--- config.mk ---
export PLATFORM = sky130hd
export DESIGN_NAME = storeSteer
export DESIGN_NICKNAME = d
export VERILOG_FILES = /design/src/memPkg.sv /design/src/storeSteer.sv
export SDC_FILE = /design/constraint.sdc
export NUM_CORES = 1
export LEC_CHECK = 0
export CORE_AREA = 2 2 63 59
export DETAILED_ROUTE_END_ITERATION = 12
export DIE_AREA = 0 0 65 61
export DONT_BUFFER_PORTS = 1
export PLACE_DENSITY = 0.69
export RECOVER_POWER = 100
export SYNTH_ARGS = -nofsm -noshare
export SYNTH_HDL_FRONTEND = slang
export SYNTH_SLANG_ARGS = --single-unit
--- constraint.sdc ---
create_clock -name vclk -period 1.4
set_input_delay 0.07 -clock vclk [all_inputs]
set_output_delay 0.07 -clock vclk [all_outputs]
set_load 0.01 [all_outputs]
--- src/memPkg.sv ---
`default_nettype none

package memPkg;

  // ------------------------------------------------------------
  // Access size.
  // ------------------------------------------------------------

  // Encoding 2'd3 is not a legal access size.
  typedef enum logic [1:0] {
    memByte = 2'd0,
    memHalf = 2'd1,
    memWord = 2'd2
  } memSizeT;

  // ------------------------------------------------------------
  // Lane geometry.
  // ------------------------------------------------------------

  // Byte lanes per memory word.
  localparam int laneCount = 4;

  // Bits held by one lane.
  localparam int byteWidth = 8;

  // Width of a full data word.
  localparam int wordWidth = laneCount * byteWidth;

  // Address bits that select the byte within a word.
  localparam int offsetWidth = $clog2(laneCount);

endpackage

`default_nettype wire

--- src/storeSteer.sv ---
`default_nettype none

// Write-side steering for the four byte lanes.
module storeSteer #(
  parameter int sizeLog2 = 13
) (
  input  logic                                             we,
  input  memPkg::memSizeT                                  memSize,
  input  logic [sizeLog2-1:0]                              addr,
  input  logic [memPkg::wordWidth-1:0]                     wd,
  output logic [memPkg::laneCount-1:0]                     laneWe,
  output logic [memPkg::laneCount-1:0][memPkg::byteWidth-1:0] laneWd,
  output logic [memPkg::laneCount-1:0][sizeLog2-memPkg::offsetWidth-1:0] laneAddr
);

  import memPkg::*;

  localparam int wordAddrWidth = sizeLog2 - offsetWidth;

  // ------------------------------------------------------------
  // Address split.
  // ------------------------------------------------------------

  logic [offsetWidth-1:0]   offset;
  logic [wordAddrWidth-1:0] curWord;
  logic [wordAddrWidth-1:0] nextWord;

  assign offset  = addr[offsetWidth-1:0];
  assign curWord = addr[sizeLog2-1:offsetWidth];

  // Wraps to word zero past the top of memory.
  assign nextWord = curWord + 1'b1;

  // ------------------------------------------------------------
  // Lane enables.
  // ------------------------------------------------------------

  logic [laneCount-1:0]   sizeMask;
  logic [2*laneCount-1:0] maskPair;

  // Bytes covered by the access, counted from the offset.
  always_comb begin
    case (memSize)
      memByte: sizeMask = laneCount'(1);
      memHalf: sizeMask = laneCount'(3);
      memWord: sizeMask = '1;
      default: sizeMask = '0;
    endcase
  end

  // Rotate left by the offset.
  // The upper half of the doubled mask holds the wrapped result.
  assign maskPair = {sizeMask, sizeMask} << offset;
  assign laneWe   = we ? maskPair[2*laneCount-1:laneCount] : '0;

  // ------------------------------------------------------------
  // Write data.
  // ------------------------------------------------------------

  logic [2*wordWidth-1:0] dataPair;

  // Same rotation as the mask, one byte per lane position.
  assign dataPair = {wd, wd} << (offset * byteWidth);
  assign laneWd   = dataPair[2*wordWidth-1:wordWidth];

  // ------------------------------------------------------------
  // Lane word addresses.
  // ------------------------------------------------------------

  // Lanes below the offset hold the bytes that spilled into the
  // following word.
  always_comb begin
    for (int i = 0; i < laneCount; i++) begin
      if (i < int'(offset)) begin
        laneAddr[i] = nextWord;
      end else begin
        laneAddr[i] = curWord;
      end
    end
  end

  // ------------------------------------------------------------
  // Checks.
  // ------------------------------------------------------------

  // A bad size on a write would silently leave memory untouched.
  always_comb begin
    if (we) begin
      assert final (memSize inside {memByte, memHalf, memWord})
        else $error("storeSteer: illegal access size on a write");
    end
  end

endmodule

`default_nettype wire

; ---- Yosys cells after proc, flatten, opt, wreduce, memory -nomap -nowiden
; Cells that the tools add are included.
[word_totals]
latchBits = 0
ff_bits = 0
rom_bits = 0
input_bits = 48
output_inout_bits = 80
memories = 0
mem_bits_rw = 0
[op_classes]
n_div = 0
n_shift = 2
n_eq_ne = 2
mux = 5
magnitude_cmp = 3
addsub = 1
n_mul = 0
reduce_logical = 1
bitwise_logic = 0
[op_table]
columns = cell, n
row1 = 64-bit by 5-bit left shift with 64-bit output, 1
row2 = 11-bit 2-to-1 mux, 3
row3 = 4-bit case mux with 3 select lines, 1
row4 = "11-bit by 1-bit adder with 11-bit output, second input constant", 1
row5 = 8-bit by 2-bit left shift with 8-bit output, 1
row6 = "1-bit by 2-bit < comparator with 1-bit output, first input constant", 2
row7 = 4-bit 2-to-1 mux, 1
row8 = "2-bit by 1-bit equality test with 1-bit output, second input constant", 1
row9 = "2-bit equality test, second input constant", 1
row10 = 2-bit logical NOT, 1
row11 = "2-bit < comparator, first input constant", 1

; ---- Longest topological paths before layout
[logic_depth]
word_depth = 4
ltp_mapped = 5
depth_no_buf = 5

; ---- Least setup slack after synthesis
; OpenSTA, ideal clock, no wires.
[synth_path]
kind = input to output
startpoint = input memSize[0]
endpoint = output laneWe[2] in the netlist's numbering
path_buffers = 0
t_required_ns = 1.330
arrival_ns = 1.019
path_slack_ns = 0.311
cell_stages = 5
path_cell_list = inv_1 -> ha_1 -> nand2_1 -> or3b_1 -> a21boi_1
[synth_between]
elab_chain_len = 4
elab_cells_between_ends = 6
classes_between = 2 x eq/ne / 1 x shift / 2 x mux / 1 x reduce/logical
[synth_rtl]
columns = item, line
row1 = from (decl), storeSteer.sv:8  ; input memPkg::memSizeT memSize,
row2 = "2-bit equality test, or another cell as far along", storeSteer.sv:43  ; case (memSize)
row3 = 4-bit case mux with 3 select lines *, storeSteer.sv:43
row4 = 8-bit by 2-bit left shift with 8-bit output *, storeSteer.sv:53  ; assign maskPair = {sizeMask, sizeMask} << offset;
row5 = 4-bit 2-to-1 mux *, storeSteer.sv:54  ; assign laneWe = we ? maskPair[2*laneCount-1:laneCount] : '0;
row6 = to (decl), storeSteer.sv:11  ; output logic [memPkg::laneCount-1:0] laneWe,
; Mark *: on every way between the ends. The rest lies on a longest branch, timed or not.

; ---- Worst setup path in the final report
; Ends and elaborated chain as after synthesis.

==> summary.txt <==
Detailed routing
  • Routed len/inst: approximately 23 um
  • Routed wire length: 3940 um
  • Avg Vias per Cell: between 7 and 8
  • First DRT Iteration DRCs: slightly above 60
  • Drt drc: 0
  • DRT antenna net count: 0
  • Via count: about 1.3k
  • TritonRoute pass-1 iters: 4

Critical path
  • WP data arrival: roughly 1.2 ns
  • CP Cell Sequence: inv_1 -> ha_1 -> nand2_1 -> or3b_1 -> a21boi_0
  • Required @ worst endpoint: around 1.3 ns
  • Crit-path slowest cell: or3b_1
  • Crit. End Element: output pin
  • Crit Path Class: input port to output pin
  • Kind of cell adding the most delay to the critical path: simple AND/OR/NAND/NOR gates
  • Max stage delay on crit path: 0.35 ns
  • CP max FO: 3
  • Startpoint Class: input port
  • Beginning of the critical path: memSize[0]
  • CP Buf/Inv Count: 1

Placed design
  • Port bufs: 0
  • Gpl congestion: roughly 0.7
  • DP HPWL: approximately 3100 um
  • Post-Place Cells: between 150 and 200
  • Dpl ws: roughly 0.23 ns

Power
  • Worst VDD drop: 88.6 uV
  • Leak pwr: 0.490 nW
  • Pwr/cell area: between 200 and 300 mW/mm2
  • Overall Power: roughly 0.42 mW

STA
  • Max-slew headroom: 68.7%
  • Final WS setup: between 0.15 and 0.2 ns
  • Worst-Margin Slew: 0.468 ns
  • Fmax: 804 MHz
  • Minimum clock period: ~1.2 ns
  • RSZ-0062 raised after global routing: no
  • Hold Fails Final Rpt: 0
  • Setup Viol. Count Final: 0
  • Final worst path period share: between 80% and 90%
  • Pins Over Slew Limit: 0
  • Post-route setup TNS: 0 ns

Synth
  • Top cell type's share of synthesized area: between 30% and 40%
  • Sequential share of the synthesized area: 0%
  • Syn_nets: 210
  • Syn Inst Count: 159
  • Post-synth cell types: 37
  • Synth warn: 0
  • Most frequent cells after synthesis: mux4_2, xor2_1, buf_4, nor2_1, xnor2_1
  • Count leader, synth: mux4_2
  • Netlist Area Pre-Place: around 0.0017 mm2
  • Area leader, netlist: mux4_2
  • Syn avg cell area: 10.9 um2
  • Synth top area cells: mux4_2, xor2_1, buf_4

Worst hold path
  • Hold Path Class: input port to output pin
  • HP Start: addr[8]

Floorplanning
  • Die footprint: about 0.0040 mm2
  • I/O pins: about 130
  • Core area: between 0.003 and 0.004 mm2
  • Width of the die: ~65 um
  • Core Rows: 20
  • Die height: roughly 61 um
  • Starting density of the core: a little over half

Final layout
  • CLK BUF: 0
  • Nets@finish: roughly 180
  • Filler instances: 323
  • Seq_cells: 0
  • Reg area: 0 um2
  • Syn-to-layout area delta: -14.3%
  • # diodes: 0
  • Final non-filler cell total: between 150 and 200
  • Post-Route Utilization: 45.1%
  • Share of layout cells above drive strength 1: a little over a quarter

Global routing
  • Largest net degree at the start of global routing: 54
  • Tot GR Track Use: 18.1%
  • Vias in the first global route: 1168
  • Antenna violations before repair: 0
  • Global-route wire length before repair: a little under 6000 um
  • Grt total ovfl: 0

Run
  • Max-cap viol count: 0

CTS
  • Hold buffer count at CTS: 0
  • Setup bufs post-CTS: 0
  • PostCTS Resize Cnt: 0

Run status
  • Status: finished clean
-- report_power, final --
group / internal (mW) / total [mW] / leakage [nW] / switching (mW)
logic: 0.215 / 0.417 / 0.490 / 0.202
clock network: 0 / 0 / 0 / 0
registers: 0 / 0 / 0 / 0
total: 0.215 / 0.417 / 0.490 / 0.202
-- metrics by stage --
step           hold WS [ns]  area (um2)
6_report              0.140        1480
3_3_place_gp          0.140        1520
5_1_grt               0.140        1480
3_5_place_dp          0.140        1520
4_1_cts               0.140        1520
2_1_floorplan         0.220        1730
-- cells by family (layout without fill, tap and decap cells) --
logic type                 after synthesis  in the layout  share of synthesized area (%)
xor gates and xnor gates                30             30                           15.2
buffers and inverters                   34              4                           16.1
muxes                                   38             38                           46.0
and+or+nand+nor                         48             48                           18.1
adders and majority gates                3              3                           2.18
AOI/OAI and AO/OA                        6              6                           2.39
-- cells in the final DEF (no fill, tap or decap), drive strengths merged, types with 3 or more instances in the layout --
cell type | Yosys | final
nand2 | 8 | 8
nand4 | 6 | 6
mux4 | 32 | 32
mux2 | 4 | 4
xor2 | 22 | 22
inv | 3 | 3
nand3 | 6 | 6
nor3 | 9 | 9
nor2 | 11 | 11
ha | 3 | 3
xnor2 | 8 | 8
nor4 | 3 | 3
-- per-layer routing --
layer	track usage [%]	part of all wire (%)	vias up
met5	0	0	-
met3	3.71	11	0
met2	35.6	55	82
met4	0.608	0	0
met1	21.7	35	643
li1	-	-	542
-- path summary, 6_finish.rpt --
path / end / depth (start not counted)
worst max-delay path: laneWe[2] / 5
worst min-delay path: laneAddr[39] / 0
-- area by class of cell --
| cell class | instances | area, um2 | share of cell area [%] |
|---|---|---|---|
| multi-input combinational | 125 | 1410 | 95.0 |
| timing repair buffer | 1 | 7.51 | 0.508 |
| tap | 44 | 55.1 | 3.72 |
| inverter | 3 | 11.3 | 0.761 |
(Power assumes the default switching activity.)
