`config.mk`:
```
export PLATFORM = sky130hd
export DESIGN_NAME = loadFormat
export DESIGN_NICKNAME = d
export VERILOG_FILES = /design/src/memPkg.sv /design/src/loadFormat.sv
export SDC_FILE = /design/constraint.sdc
export NUM_CORES = 1
export LEC_CHECK = 0
export ABC_AREA = 1
export BUFFER_PORTS_ARGS = -buffer_cell sky130_fd_sc_hd__buf_2
export CORE_MARGIN = 2
export CORE_UTILIZATION = 31
export DETAILED_ROUTE_END_ITERATION = 8
export PLACE_DENSITY = 0.71
export SYNTH_ARGS = -nofsm -noshare
export SYNTH_HDL_FRONTEND = slang
export SYNTH_SLANG_ARGS = --single-unit
```
`constraint.sdc`:
```
create_clock -name clk -period 1.9 [get_ports clk]
set_clock_uncertainty 0.1 [all_clocks]
set_input_delay 0.475 -clock clk [delete_from_list [all_inputs] [get_ports clk]]
set_output_delay 0.475 -clock clk [all_outputs]
set_load 0.01 [all_outputs]
```
`src/memPkg.sv`:
```
`default_nettype none

package memPkg;

  // ------------------------------------------------------------
  // Access size.
  // ------------------------------------------------------------

  // Encoding 2'd3 is not a legal access size.
  typedef enum logic [1:0] {
    memByte = 2'd0,
    memHalf = 2'd1,
    memWord = 2'd2
  } memSizeT;

  // ------------------------------------------------------------
  // Lane geometry.
  // ------------------------------------------------------------

  // Byte lanes per memory word.
  localparam int laneCount = 4;

  // Bits held by one lane.
  localparam int byteWidth = 8;

  // Width of a full data word.
  localparam int wordWidth = laneCount * byteWidth;

  // Address bits that select the byte within a word.
  localparam int offsetWidth = $clog2(laneCount);

endpackage

`default_nettype wire

```
`src/loadFormat.sv`:
```
`default_nettype none

// Read-side alignment and extension.
module loadFormat (
  input  logic                                             clk,
  input  logic                                             rstN,
  input  memPkg::memSizeT                                  memSize,
  input  logic                                             memSigned,
  input  logic [memPkg::offsetWidth-1:0]                   offset,
  input  logic [memPkg::laneCount-1:0][memPkg::byteWidth-1:0] laneRd,
  output logic [memPkg::wordWidth-1:0]                     rd
);

  import memPkg::*;

  // ------------------------------------------------------------
  // Read attributes.
  // ------------------------------------------------------------

  memSizeT                sizeQ;
  logic                   signedQ;
  logic [offsetWidth-1:0] offsetQ;

  // Sampled on the same edge as the lane read registers, so the
  // attributes line up with laneRd in the following cycle.
  always_ff @(posedge clk) begin
    if (!rstN) begin
      sizeQ   <= memByte;
      signedQ <= 1'b0;
      offsetQ <= '0;
    end else begin
      sizeQ   <= memSize;
      signedQ <= memSigned;
      offsetQ <= offset;
    end
  end

  // ------------------------------------------------------------
  // Byte rotation.
  // ------------------------------------------------------------

  logic [2*wordWidth-1:0] lanePair;
  logic [wordWidth-1:0]   aligned;

  // Rotate right so the addressed byte lands in lane 0.
  // Bytes past lane 3 come back around from lane 0.
  assign lanePair = {laneRd, laneRd} >> (offsetQ * byteWidth);
  assign aligned  = lanePair[wordWidth-1:0];

  // ------------------------------------------------------------
  // Extension.
  // ------------------------------------------------------------

  logic byteTop;
  logic halfTop;

  // Fill bit is zero for unsigned loads.
  assign byteTop = signedQ & aligned[byteWidth-1];
  assign halfTop = signedQ & aligned[2*byteWidth-1];

  always_comb begin
    case (sizeQ)
      memByte: rd = {{(wordWidth - byteWidth){byteTop}}, aligned[byteWidth-1:0]};
      memHalf: rd = {{(wordWidth - 2*byteWidth){halfTop}}, aligned[2*byteWidth-1:0]};
      default: rd = aligned;
    endcase
  end

  // ------------------------------------------------------------
  // Checks.
  // ------------------------------------------------------------

  // Reads are never steered, so this is the only guard on the
  // size presented with a plain load.
  property legalSizeRunning;
    @(posedge clk) rstN |=> sizeQ inside {memByte, memHalf, memWord};
  endproperty

  assert property (legalSizeRunning)
    else $error("loadFormat: illegal access size on a read");

endmodule

`default_nettype wire

```
# Yosys cells after proc, flatten, opt, wreduce, memory -nomap -nowiden
# Cells that the tools add are included.
# op_classes
eq_ne,1
shift,1
mux,1
bitwise,2
n_reduce_logical,1
# ops
op,count
32-bit case mux with 2 select lines,1
64-bit by 5-bit right shift with 32-bit output,1
1-bit bitwise AND,2
"2-bit by 1-bit equality test with 1-bit output, second input constant",1
2-bit zero test,1
# word_totals
regBits,5
in_bits,39
output_inout_bits,32

# Longest topological paths before layout
# Gate-level depths: netlist (run 1).
# logic_depth
word_depth,3
mapped_depth,7
mapped_depth_nobuf,6

# Worst setup path after synthesis (run 1)
# Ideal clock, no wire load.
# synth_path
path_type,register to output
from,register sizeQ[1]
to,output rd[20] in the netlist's numbering
arrival_ps,1192
required_ps,1325
setup_slack_ps,133
stages_incl_launch_ff,8
path_buffers,3
cell_sequence,dfxtp_1 > buf_6 > or2_1 > buf_6 > nor2_8 > nand3_4 > buf_6 > nand3_2
# synth_between
elab_chain_len,2
word_cells_on_any_way,3
cone_classes,eq/ne: 1; mux: 1; reduce/logical: 1
# synth_lines
element,line_no,text
from (decl),loadFormat.sv:20,memSizeT sizeQ;
from (signal assigned),loadFormat.sv:28,sizeQ <= memByte;
from (signal assigned),loadFormat.sv:32,sizeQ <= memSize;
2-bit by 1-bit equality test with 1-bit output / 2-bit zero test (equally long branches),loadFormat.sv:62,case (sizeQ)
32-bit case mux with 2 select lines (*),loadFormat.sv:62,
to (decl),loadFormat.sv:11,output logic [memPkg::wordWidth-1:0] rd
# Every way passes the cells marked *; elsewhere a longest branch is shown, timed or not.

# Worst setup path after layout (run 1)
# layout_path
from,register offsetQ[0]
to,output rd[17] in the netlist's numbering
# layout_between
elab_chain_len,3
word_cells_on_any_way,4
cone_classes,shift: 1; mux: 1; bitwise: 2
# layout_lines
element,line_no,text
from (decl),loadFormat.sv:22,logic [offsetWidth-1:0] offsetQ;
from (signal assigned),loadFormat.sv:34,offsetQ <= offset;
64-bit by 5-bit right shift with 32-bit output (*),loadFormat.sv:47,"assign lanePair = {laneRd, laneRd} >> (offsetQ * byteWidth);"
1-bit bitwise AND (on tied branches),"loadFormat.sv:59, loadFormat.sv:58",
32-bit case mux with 2 select lines (*),loadFormat.sv:62,
# Marked as above.

==> results of run 1 <==
-- per-stage QoR --
stage / worst slack, ps / area, um2 / instances
floorplan: 133 / 1260 / 234
global placement: -4.86 / 1700 / 350
detailed placement: -14.3 / 1700 / 350
CTS: -67.1 / 1900 / 355
global route: -128 / 1990 / 356
finish: -70.8 / 1990 / 356
-- final cells by class --
class	instances	area share, %
multi-input cells	194	53.7
repair buffers	87	32.3
flip-flops and latches	5	5.34
inverters	16	3.27
well taps	50	3.14
clock buffers	4	2.26
-- layout by cell type (no fill, tap or decap) --
master / Yosys / routed
or2_4: 0 / 1
dfxtp_4: 0 / 1
nand2_1: 82 / 77
nand4_4: 0 / 1
nand3_4: 1 / 2
buf_6: 4 / 18
buf_2: 8 / 56
nand2_2: 9 / 12
nand2_4: 0 / 2
clkbuf_8: 0 / 3
buf_8: 0 / 1
nand3_1: 69 / 62
buf_4: 1 / 8
buf_12: 0 / 3
nor2_8: 1 / 1
inv_1: 14 / 14
dfxtp_2: 0 / 2
nor2_1: 1 / 1
o21ai_1: 14 / 12
clkbuf_1: 3 / 1
clkbuf_16: 0 / 1
inv_6: 0 / 1
o21ai_2: 0 / 2
dfxtp_1: 5 / 2
inv_2: 2 / 1
nand3_2: 14 / 20
and2_1: 1 / 1
-- worst max path at each step --
stage	endpoint	slack [ps]	cells past startpoint
global route	rd[17]	-130	7
finish	rd[17]	-70	7
CTS	rd[18]	-70	6
floorplan	rd[20]	130	7
detailed placement	rd[31]	-10	7
global placement	rd[19]	-5	7
-- report_power, final --
part           internal [mW]  switching, mW
logic                  0.234          0.264
registers              0.111        0.00996
clock network          0.144         0.0465
-- critical path, cell delays in order, from the launching register on --
cell	delay [ps]
dfxtp_4	430
inv_6	70
nand2_4	80
nand3_4	80
nand3_4	140
clkbuf_16	170
nand3_2	80
buf_6	120
-- per-layer routing --
layer	vias to the layer above	track usage (%)	share of wire [%]
met2	55	34.2	51
met5	-	0	0
li1	918	-	-
met4	0	1.50	0.38
met1	809	23.1	44
met3	2	0.500	5.4
-- state kept, by name, summed over array words and instances, names as in the netlist --
name / cells
offsetQ: 2
signedQ: 1
sizeQ: 2
-- cell families (layout without fill, tap and decap cells) --
group	count (synthesis)	in the layout
and+or+nand+nor	180	180
AOI/OAI and AO/OA	14	14
buffers and inverters	35	107
DFF	5	5
-- what timing repair did --
| item | in CTS | in global routing |
|---|---|---|
| resized for setup | 31 | 17 |
| setup endpoints to repair | 32 | 31 |
| pin swaps | 5 | 1 |
| setup buffers | 1 | 0 |
| gates cloned | 0 | 1 |
==> metrics.txt, run 1 <==
status finished, violations left; failing checks setup timing; share of the synthesized area in the top cell type 27.4%; RSZ-0062 raised after global routing yes; residual DRC count 0; Final Slew Violations 0; CTS tree done; combined area of the multi-input logic cells 1070 um2; Synth Instances 234; setup violators final 24; largest family of logic cells by synthesized area simple AND/OR/NAND/NOR gates; chip height 67.8 um; worst-margin pin slew 204 ps; die width 67.8 um; WHS 340 ps; final hold vios 0; hold path depth 3; top cell type by total area after synthesis nand3_1; Top Ports 71; Synth Area in Adders 0%; syn nets 273; Critical Path RT 1320 ps; pwr dens 406 nW/um2; row count 23; HP Class in2reg; first-pass GRT wire length 6640 um; Synth Area in Compound Gates 5.56%; Yosys cell types 19; TNS Setup -938 ps; worst setup path category reg2out; hpwl dp 3170 um; count leader, synth nand2_1; Max IR drop VDD 349 uV; remaining antenna violation count after routing 0; largest net degree at the start of global routing 21; crit path from offsetQ[0]$_SDFF_PN0_; routed len/inst 11.8 um; clock root cell clkbuf_8; Hold-fix buffers, CTS 0; Total Die Area 4590 um2; Worst-path clk slew 30 ps; Post-synth top cells 82 x nand2_1, 69 x nand3_1, 14 x inv_1, 14 x nand3_2, 14 x o21ai_1; Core ar. 3970 um2; maxcap violations 0; Final WS setup -70.8 ps; Worst Path Max Fanout 7; Rel. slew slack 86.4%; type of origin of the critical path register; clock sinks 5; Starting Density 31.8%; cell area after synthesis 1260 um2; WL final 4220 um; Ys Warns 0; drt pass-1 iters 4; post-synthesis mux area share 0%; fin crit period 1970 ps; GPL Wtd Cong 0.809; synthesis-to-layout area growth 57.9%; CTS Buf Count 3; register area 106 um2; Primary FF master, synth dfxtp_1; Synth Register Bits 5; initial DRC count 83; top post-synthesis cells by area nand3_1 27%, nand2_1 24%, nand3_2 11%; Async SR Flop Fraction 0%; Max Freq 0.507 GHz; worst path arrival time 1400 ps; Vias 1,784; H-tree depth 1; period utilization 104%; Worst Hold Path EP sizeQ[0]$_SDFF_PN0_; Port-buffer cells 70; Total GRT Usage 17.9%; Avg Cell Area, Syn 5.39 um2; hold path startpoint memSize[0]; Longest Clk Path Bufs 2; n_diodes 0; post-synthesis sequential area ratio 7.94%; initial antenna violation count 0; layout cell share with drive strength beyond 1 44.4%; vias in the first global route 1,610; Via density 5.01; final core occ 50.2%; Critical Path End Type output port; Fillers 424; xor and xnor area share after synthesis 0%; LEAKAGE 1.17 nW; Power, Total 810 uW; total gr overflow 0; number of flops mapped to enable cells by yosys 0; # nets final 346; Simple-Gate Fraction of Synth Area 72.6%
Note: power is estimated with default switching activity, not from simulation.
==> inputs of run 2 (changes only) <==
--- a/config.mk
+++ b/config.mk
@@ -7,6 +7,7 @@
 export LEC_CHECK = 0
 export ABC_AREA = 1
 export BUFFER_PORTS_ARGS = -buffer_cell sky130_fd_sc_hd__buf_2
+export CORE_ASPECT_RATIO = 0.75
 export CORE_MARGIN = 2
 export CORE_UTILIZATION = 31
 export DETAILED_ROUTE_END_ITERATION = 8
==> run 2 against run 1 <==
  * The flow still finishes with violations (setup timing)
  * Critical path depth unchanged
  * Clock power about the same
  * Non-clock buffer count down 2
  * Power up 5.3%
  * Utilization up 2.6 points
  * Final area up 5.5%
  * Sequential cell count unchanged
  * Die area up 0.11%
  * Final cell count up 0.84%
  * Via count up 0.50%
==> metrics.txt, run 2 (same netlist as run 1, synthesis figures left out) <==
Starting Density 31.7%; die width 77.7 um; chip height 59.2 um; period utilization 105%; clock network power share 22.4%; total gr overflow 0; residual DRC count 0; initial DRC count 72; LEAKAGE 1.20 nW; Longest Clk Path Bufs 2; Cell Chain, Critical Path inv_6 > nand2_2 > nand3_2 > nand3_4 > clkbuf_16 > nand3_2 > buf_6; sequential cell fraction of total power 14.2%; layout cell share with drive strength beyond 1 44.1%; final hold vios 0; row count 20; Total Die Area 4600 um2; Critical Path Slowest Stage Cell dfxtp_4; Post-CTS Setup Bufs 0; maxcap violations 0; H-tree depth 1; worst-margin pin slew 221 ps; failing checks setup timing; Max Freq 0.500 GHz; Critical Path End Type output port; WL final 4470 um; most common cell after layout, fill and taps aside nand2_1; worst path buffer plus inverter count 3; clock root cell clkbuf_8; vias in the first global route 1,483; fin crit period 2000 ps; first-pass GRT wire length 6310 um; Critical Path RT 1320 ps; Rel. slew slack 85.3%; routed len/inst 12.5 um; type of origin of the critical path register; combined area of the multi-input logic cells 1100 um2; remaining antenna violation count after routing 0; Psw 334 uW; Total GRT Usage 16.7%; RSZ-0062 raised after global routing yes; largest net degree at the start of global routing 27; drt pass-1 iters 5; CP max stage delay 420 ps; worst setup path category reg2out; Vias 1,793; cell mode on critical path nand3_2; kind of cell adding the most delay to the critical path flip-flops; most frequent cells in the layout 77 x nand2_1, 62 x nand3_1, 48 x buf_2; setup violators final 24; Port-buffer cells 70; worst path arrival time 1420 ps; Final WS setup -99.7 ps; Hold-fix buffers, CTS 0; Fillers 405; logic gate share of total power 63.3%; Switching Share 39.1%; Max IR drop VDD 417 uV; Pint 519 uW; clock sinks 5; GPL Wtd Cong 0.879; n_diodes 0; Via density 4.99; Largest regs offsetQ x2, sizeQ x2, signedQ x1; pwr dens 406 nW/um2; register area 106 um2; CTS Buf Count 3; Worst-path clk slew 30 ps; status finished, violations left; TNS Setup -1590 ps; # nets final 344; hpwl dp 3020 um; CTS tree done; Core ar. 3980 um2; HP Class in2reg; final core occ 52.8%; synthesis-to-layout area growth 66.6%; Top Ports 71; initial antenna violation count 0; Worst Path Max Fanout 7; Final Slew Violations 0
## run 2: cell types whose count changed in the layout (fill, tap and decap cells not counted), moves of 2 or more
cell     previous run  this run
buf_6              18        23
nand2_4             2         5
nand3_4             2         4
nand3_2            20        18
buf_12              3         5
buf_4               8         6
nand2_2            12         9
buf_2              56        48
## run 2: power by group through the flow
stage                     clock network, mW  logic (mW)  registers, mW
after floorplan                           0       0.270          0.115
after detailed placement                  0       0.425          0.119
final                                 0.191       0.540          0.121
after global routing                  0.202       0.590          0.122
after CTS                             0.195       0.457          0.118
after global placement                    0       0.424          0.119
## run 2: path summary, 6_finish.rpt
| kind | depth (start not counted) | to | start |
|---|---|---|---|
| setup / recovery | 7 | rd[27] | offsetQ[0]$_SDFF_PN0_ |
| hold / removal | 3 | signedQ$_SDFF_PN0_ | memSigned |
## run 2: routing by layer
metal	vias up	routed length (um)	track usage (%)
met5	-	0	0
met4	0	33	3.57
met3	6	295	1.68
met2	86	2160	29.9
met1	785	1980	21.9
li1	916	-	-
## run 2: final cells by class
cell class,count,area share [%]
sequential,5,5.06
tap,55,3.28
inverter,16,3.22
multi-input combinational,194,52.5
timing repair buffer,85,33.8
clock buffer,4,2.14
## run 2: tightest hold or removal path, delay by kind of cell
kind	cells	cell delay, ps
simple gates	1	40
buf+inv	2	110
## run 2: what timing repair did
| item | 4_1_cts | 5_1_grt |
|---|---|---|
| gates resized for setup | 17 | 47 |
| pin swaps | 1 | 4 |
| gates cloned | 0 | 2 |
| setup endpoints to repair | 31 | 31 |
## run 2: metrics by stage
step,hold WS (ps),area [um2],power [mW],std cells,setup slack [ps]
global placement,557,1700,0.543,353,22.1
global route,344,2100,0.914,359,-154
floorplan,468,1260,0.385,234,133
finish,333,2100,0.853,359,-99.7
CTS,329,1820,0.770,357,-56.3
detailed placement,553,1700,0.544,353,-0.160
==> inputs of run 3 (changes only) <==
--- a/config.mk
+++ b/config.mk
@@ -11,6 +11,7 @@
 export CORE_MARGIN = 2
 export CORE_UTILIZATION = 31
 export DETAILED_ROUTE_END_ITERATION = 8
+export MAX_ROUTING_LAYER = met4
 export PLACE_DENSITY = 0.71
 export SYNTH_ARGS = -nofsm -noshare
 export SYNTH_HDL_FRONTEND = slang
==> constraint.sdc (replaced) <==
create_clock -name clk -period 1.9 [get_ports clk]
set_clock_uncertainty 0.1 [all_clocks]
set_input_delay 0.38 -clock clk [delete_from_list [all_inputs] [get_ports clk]]
set_output_delay 0.38 -clock clk [all_outputs]
set_load 0.01 [all_outputs]
==> run 3 against run 2 <==
  * The run now ends clean
  * Sequential cell count did not move
  * Global-route usage up 1.2 points
  * Final cell count down 0.56%
  * Sequential share of layout area grew 0.63 points
  * Utilization decreased by 6.4 points
  * Setup slack improved by 120 ps
  * Die area is the same
  * Power shrank 11%
  * Combinational power fell by 18%
  * Sequential power hardly changed
  * Clock-buffer cell count unchanged
  * First-iteration DRC count is 83% higher
  * Highest routed layer unchanged
==> metrics.txt, run 3 (same netlist as run 1, synthesis figures left out) <==
Total Die Area 4600 um2; synthesis-to-layout area growth 46.4%; LEAKAGE 1.12 nW; Top Ports 71; worst path arrival time 1400 ps; Worst-path clk slew 30 ps; worst path buffer plus inverter count 3; # nets final 342; Fillers 427; n_diodes 0; pwr dens 409 nW/um2; status finished clean; worst setup path end rd[16]; Via density 4.85; Final Slew Violations 0; RSZ-0062 raised after global routing yes; CTS Buf Count 3; Vias 1,731; Worst Path Max Fanout 8; worst setup path category reg2out; Port-buffer cells 70; clock sinks 5; WL final 4310 um; cell mode on critical path nand3_2; chip height 59.2 um; final hold vios 0; critical path depth 7; die width 77.7 um; fin crit period 1880 ps; Core ar. 3980 um2; Max IR drop VDD 418 uV; most frequent cells in the layout 79 x nand2_1, 70 x buf_2, 67 x nand3_1; Starting Density 31.7%; H-tree depth 1; CTS tree done; Largest regs offsetQ x2, sizeQ x2, signedQ x1; first-pass GRT wire length 6440 um; routed len/inst 12.1 um; Rel. slew slack 85.2%; drt pass-1 iters 4; Max Freq 0.532 GHz; Post-CTS Setup Bufs 0; kind of cell adding the most delay to the critical path simple AND/OR/NAND/NOR gates; layout cell share with drive strength beyond 1 40.7%; Total GRT Usage 17.9%; worst-margin pin slew 222 ps; setup violators final 0; Critical Path Slowest Stage Cell dfxtp_4; remaining antenna violation count after routing 0; period utilization 99.0%; CP max stage delay 400 ps; Critical Path RT 1420 ps; crit path from offsetQ[0]$_SDFF_PN0_; total gr overflow 0; most common cell after layout, fill and taps aside nand2_1; Critical Path End Type output port; initial antenna violation count 0; Cell Chain, Critical Path inv_4 > nand2_1 > nand3_2 > nand4_4 > clkbuf_16 > nand3_2 > buf_2; hpwl dp 3090 um; clock root cell clkbuf_8; Longest Clk Path Bufs 2; largest net degree at the start of global routing 26; Power, Total 756 uW; initial DRC count 132; vias in the first global route 1,434; HP Class in2reg; GPL Wtd Cong 0.811; residual DRC count 0; maxcap violations 0; row count 20; WHS 243 ps; type of origin of the critical path register
[run 3: worst min-delay path by stage]
stage,start,depth (start not counted),to,slack [ps]
3_3_place_gp,memSigned,3,signedQ$_SDFF_PN0_,460
3_5_place_dp,memSigned,3,signedQ$_SDFF_PN0_,470
4_1_cts,memSize[1],3,sizeQ[1]$_SDFF_PN0_,240
5_1_grt,memSigned,3,signedQ$_SDFF_PN0_,250
2_1_floorplan,rstN,2,offsetQ[0]$_SDFF_PN0_,370
6_report,offset[0],3,offsetQ[0]$_SDFF_PN0_,240
[run 3: cell type report]
type | instances | area, um2 | share of cell area [%]
Multi-Input combinational cell | 194 | 1020 | 55.4
Timing Repair Buffer | 83 | 543 | 29.4
Tap cell | 55 | 68.8 | 3.73
Inverter | 16 | 62.6 | 3.39
Sequential cell | 5 | 105 | 5.69
Clock buffer | 4 | 45.0 | 2.44
[run 3: timing repair]
item | CTS | global route
hold buffers | 0 | 0
endpoints found under the setup margin | 27 | 31
cloned | 0 | 2
gates resized for setup | 4 | 15
pin swaps | 0 | 1
[run 3: layer usage]
metal	routed length (um)	global-route usage, %	share of wire [%]	vias up
met3	311	1.22	7.2	4
met4	29	4.59	0.67	0
met5	0	-	0	-
met2	1940	29.7	45	63
met1	2030	24.0	47	754
li1	-	-	-	910
[run 3: through the flow]
stage	utilization, %	cells	setup TNS [ps]	setup slack [ps]	cell area (um2)
4_1_cts	43.8	355	0	9.20	1740
3_3_place_gp	42.4	351	0	146	1690
2_1_floorplan	-	234	0	228	1260
6_report	46.4	357	0	19.5	1850
3_5_place_dp	42.4	351	0	90.5	1690
5_1_grt	46.4	357	-315	-35.8	1850
[run 3: power breakdown]
part / total [mW] / internal [mW] / leakage, nW / switching [mW]
logic: 0.444 / 0.192 / 1.06 / 0.252
clock network: 0.193 / 0.144 / 0.0228 / 0.0489
registers: 0.119 / 0.111 / 0.0425 / 0.00825
total: 0.756 / 0.447 / 1.12 / 0.309
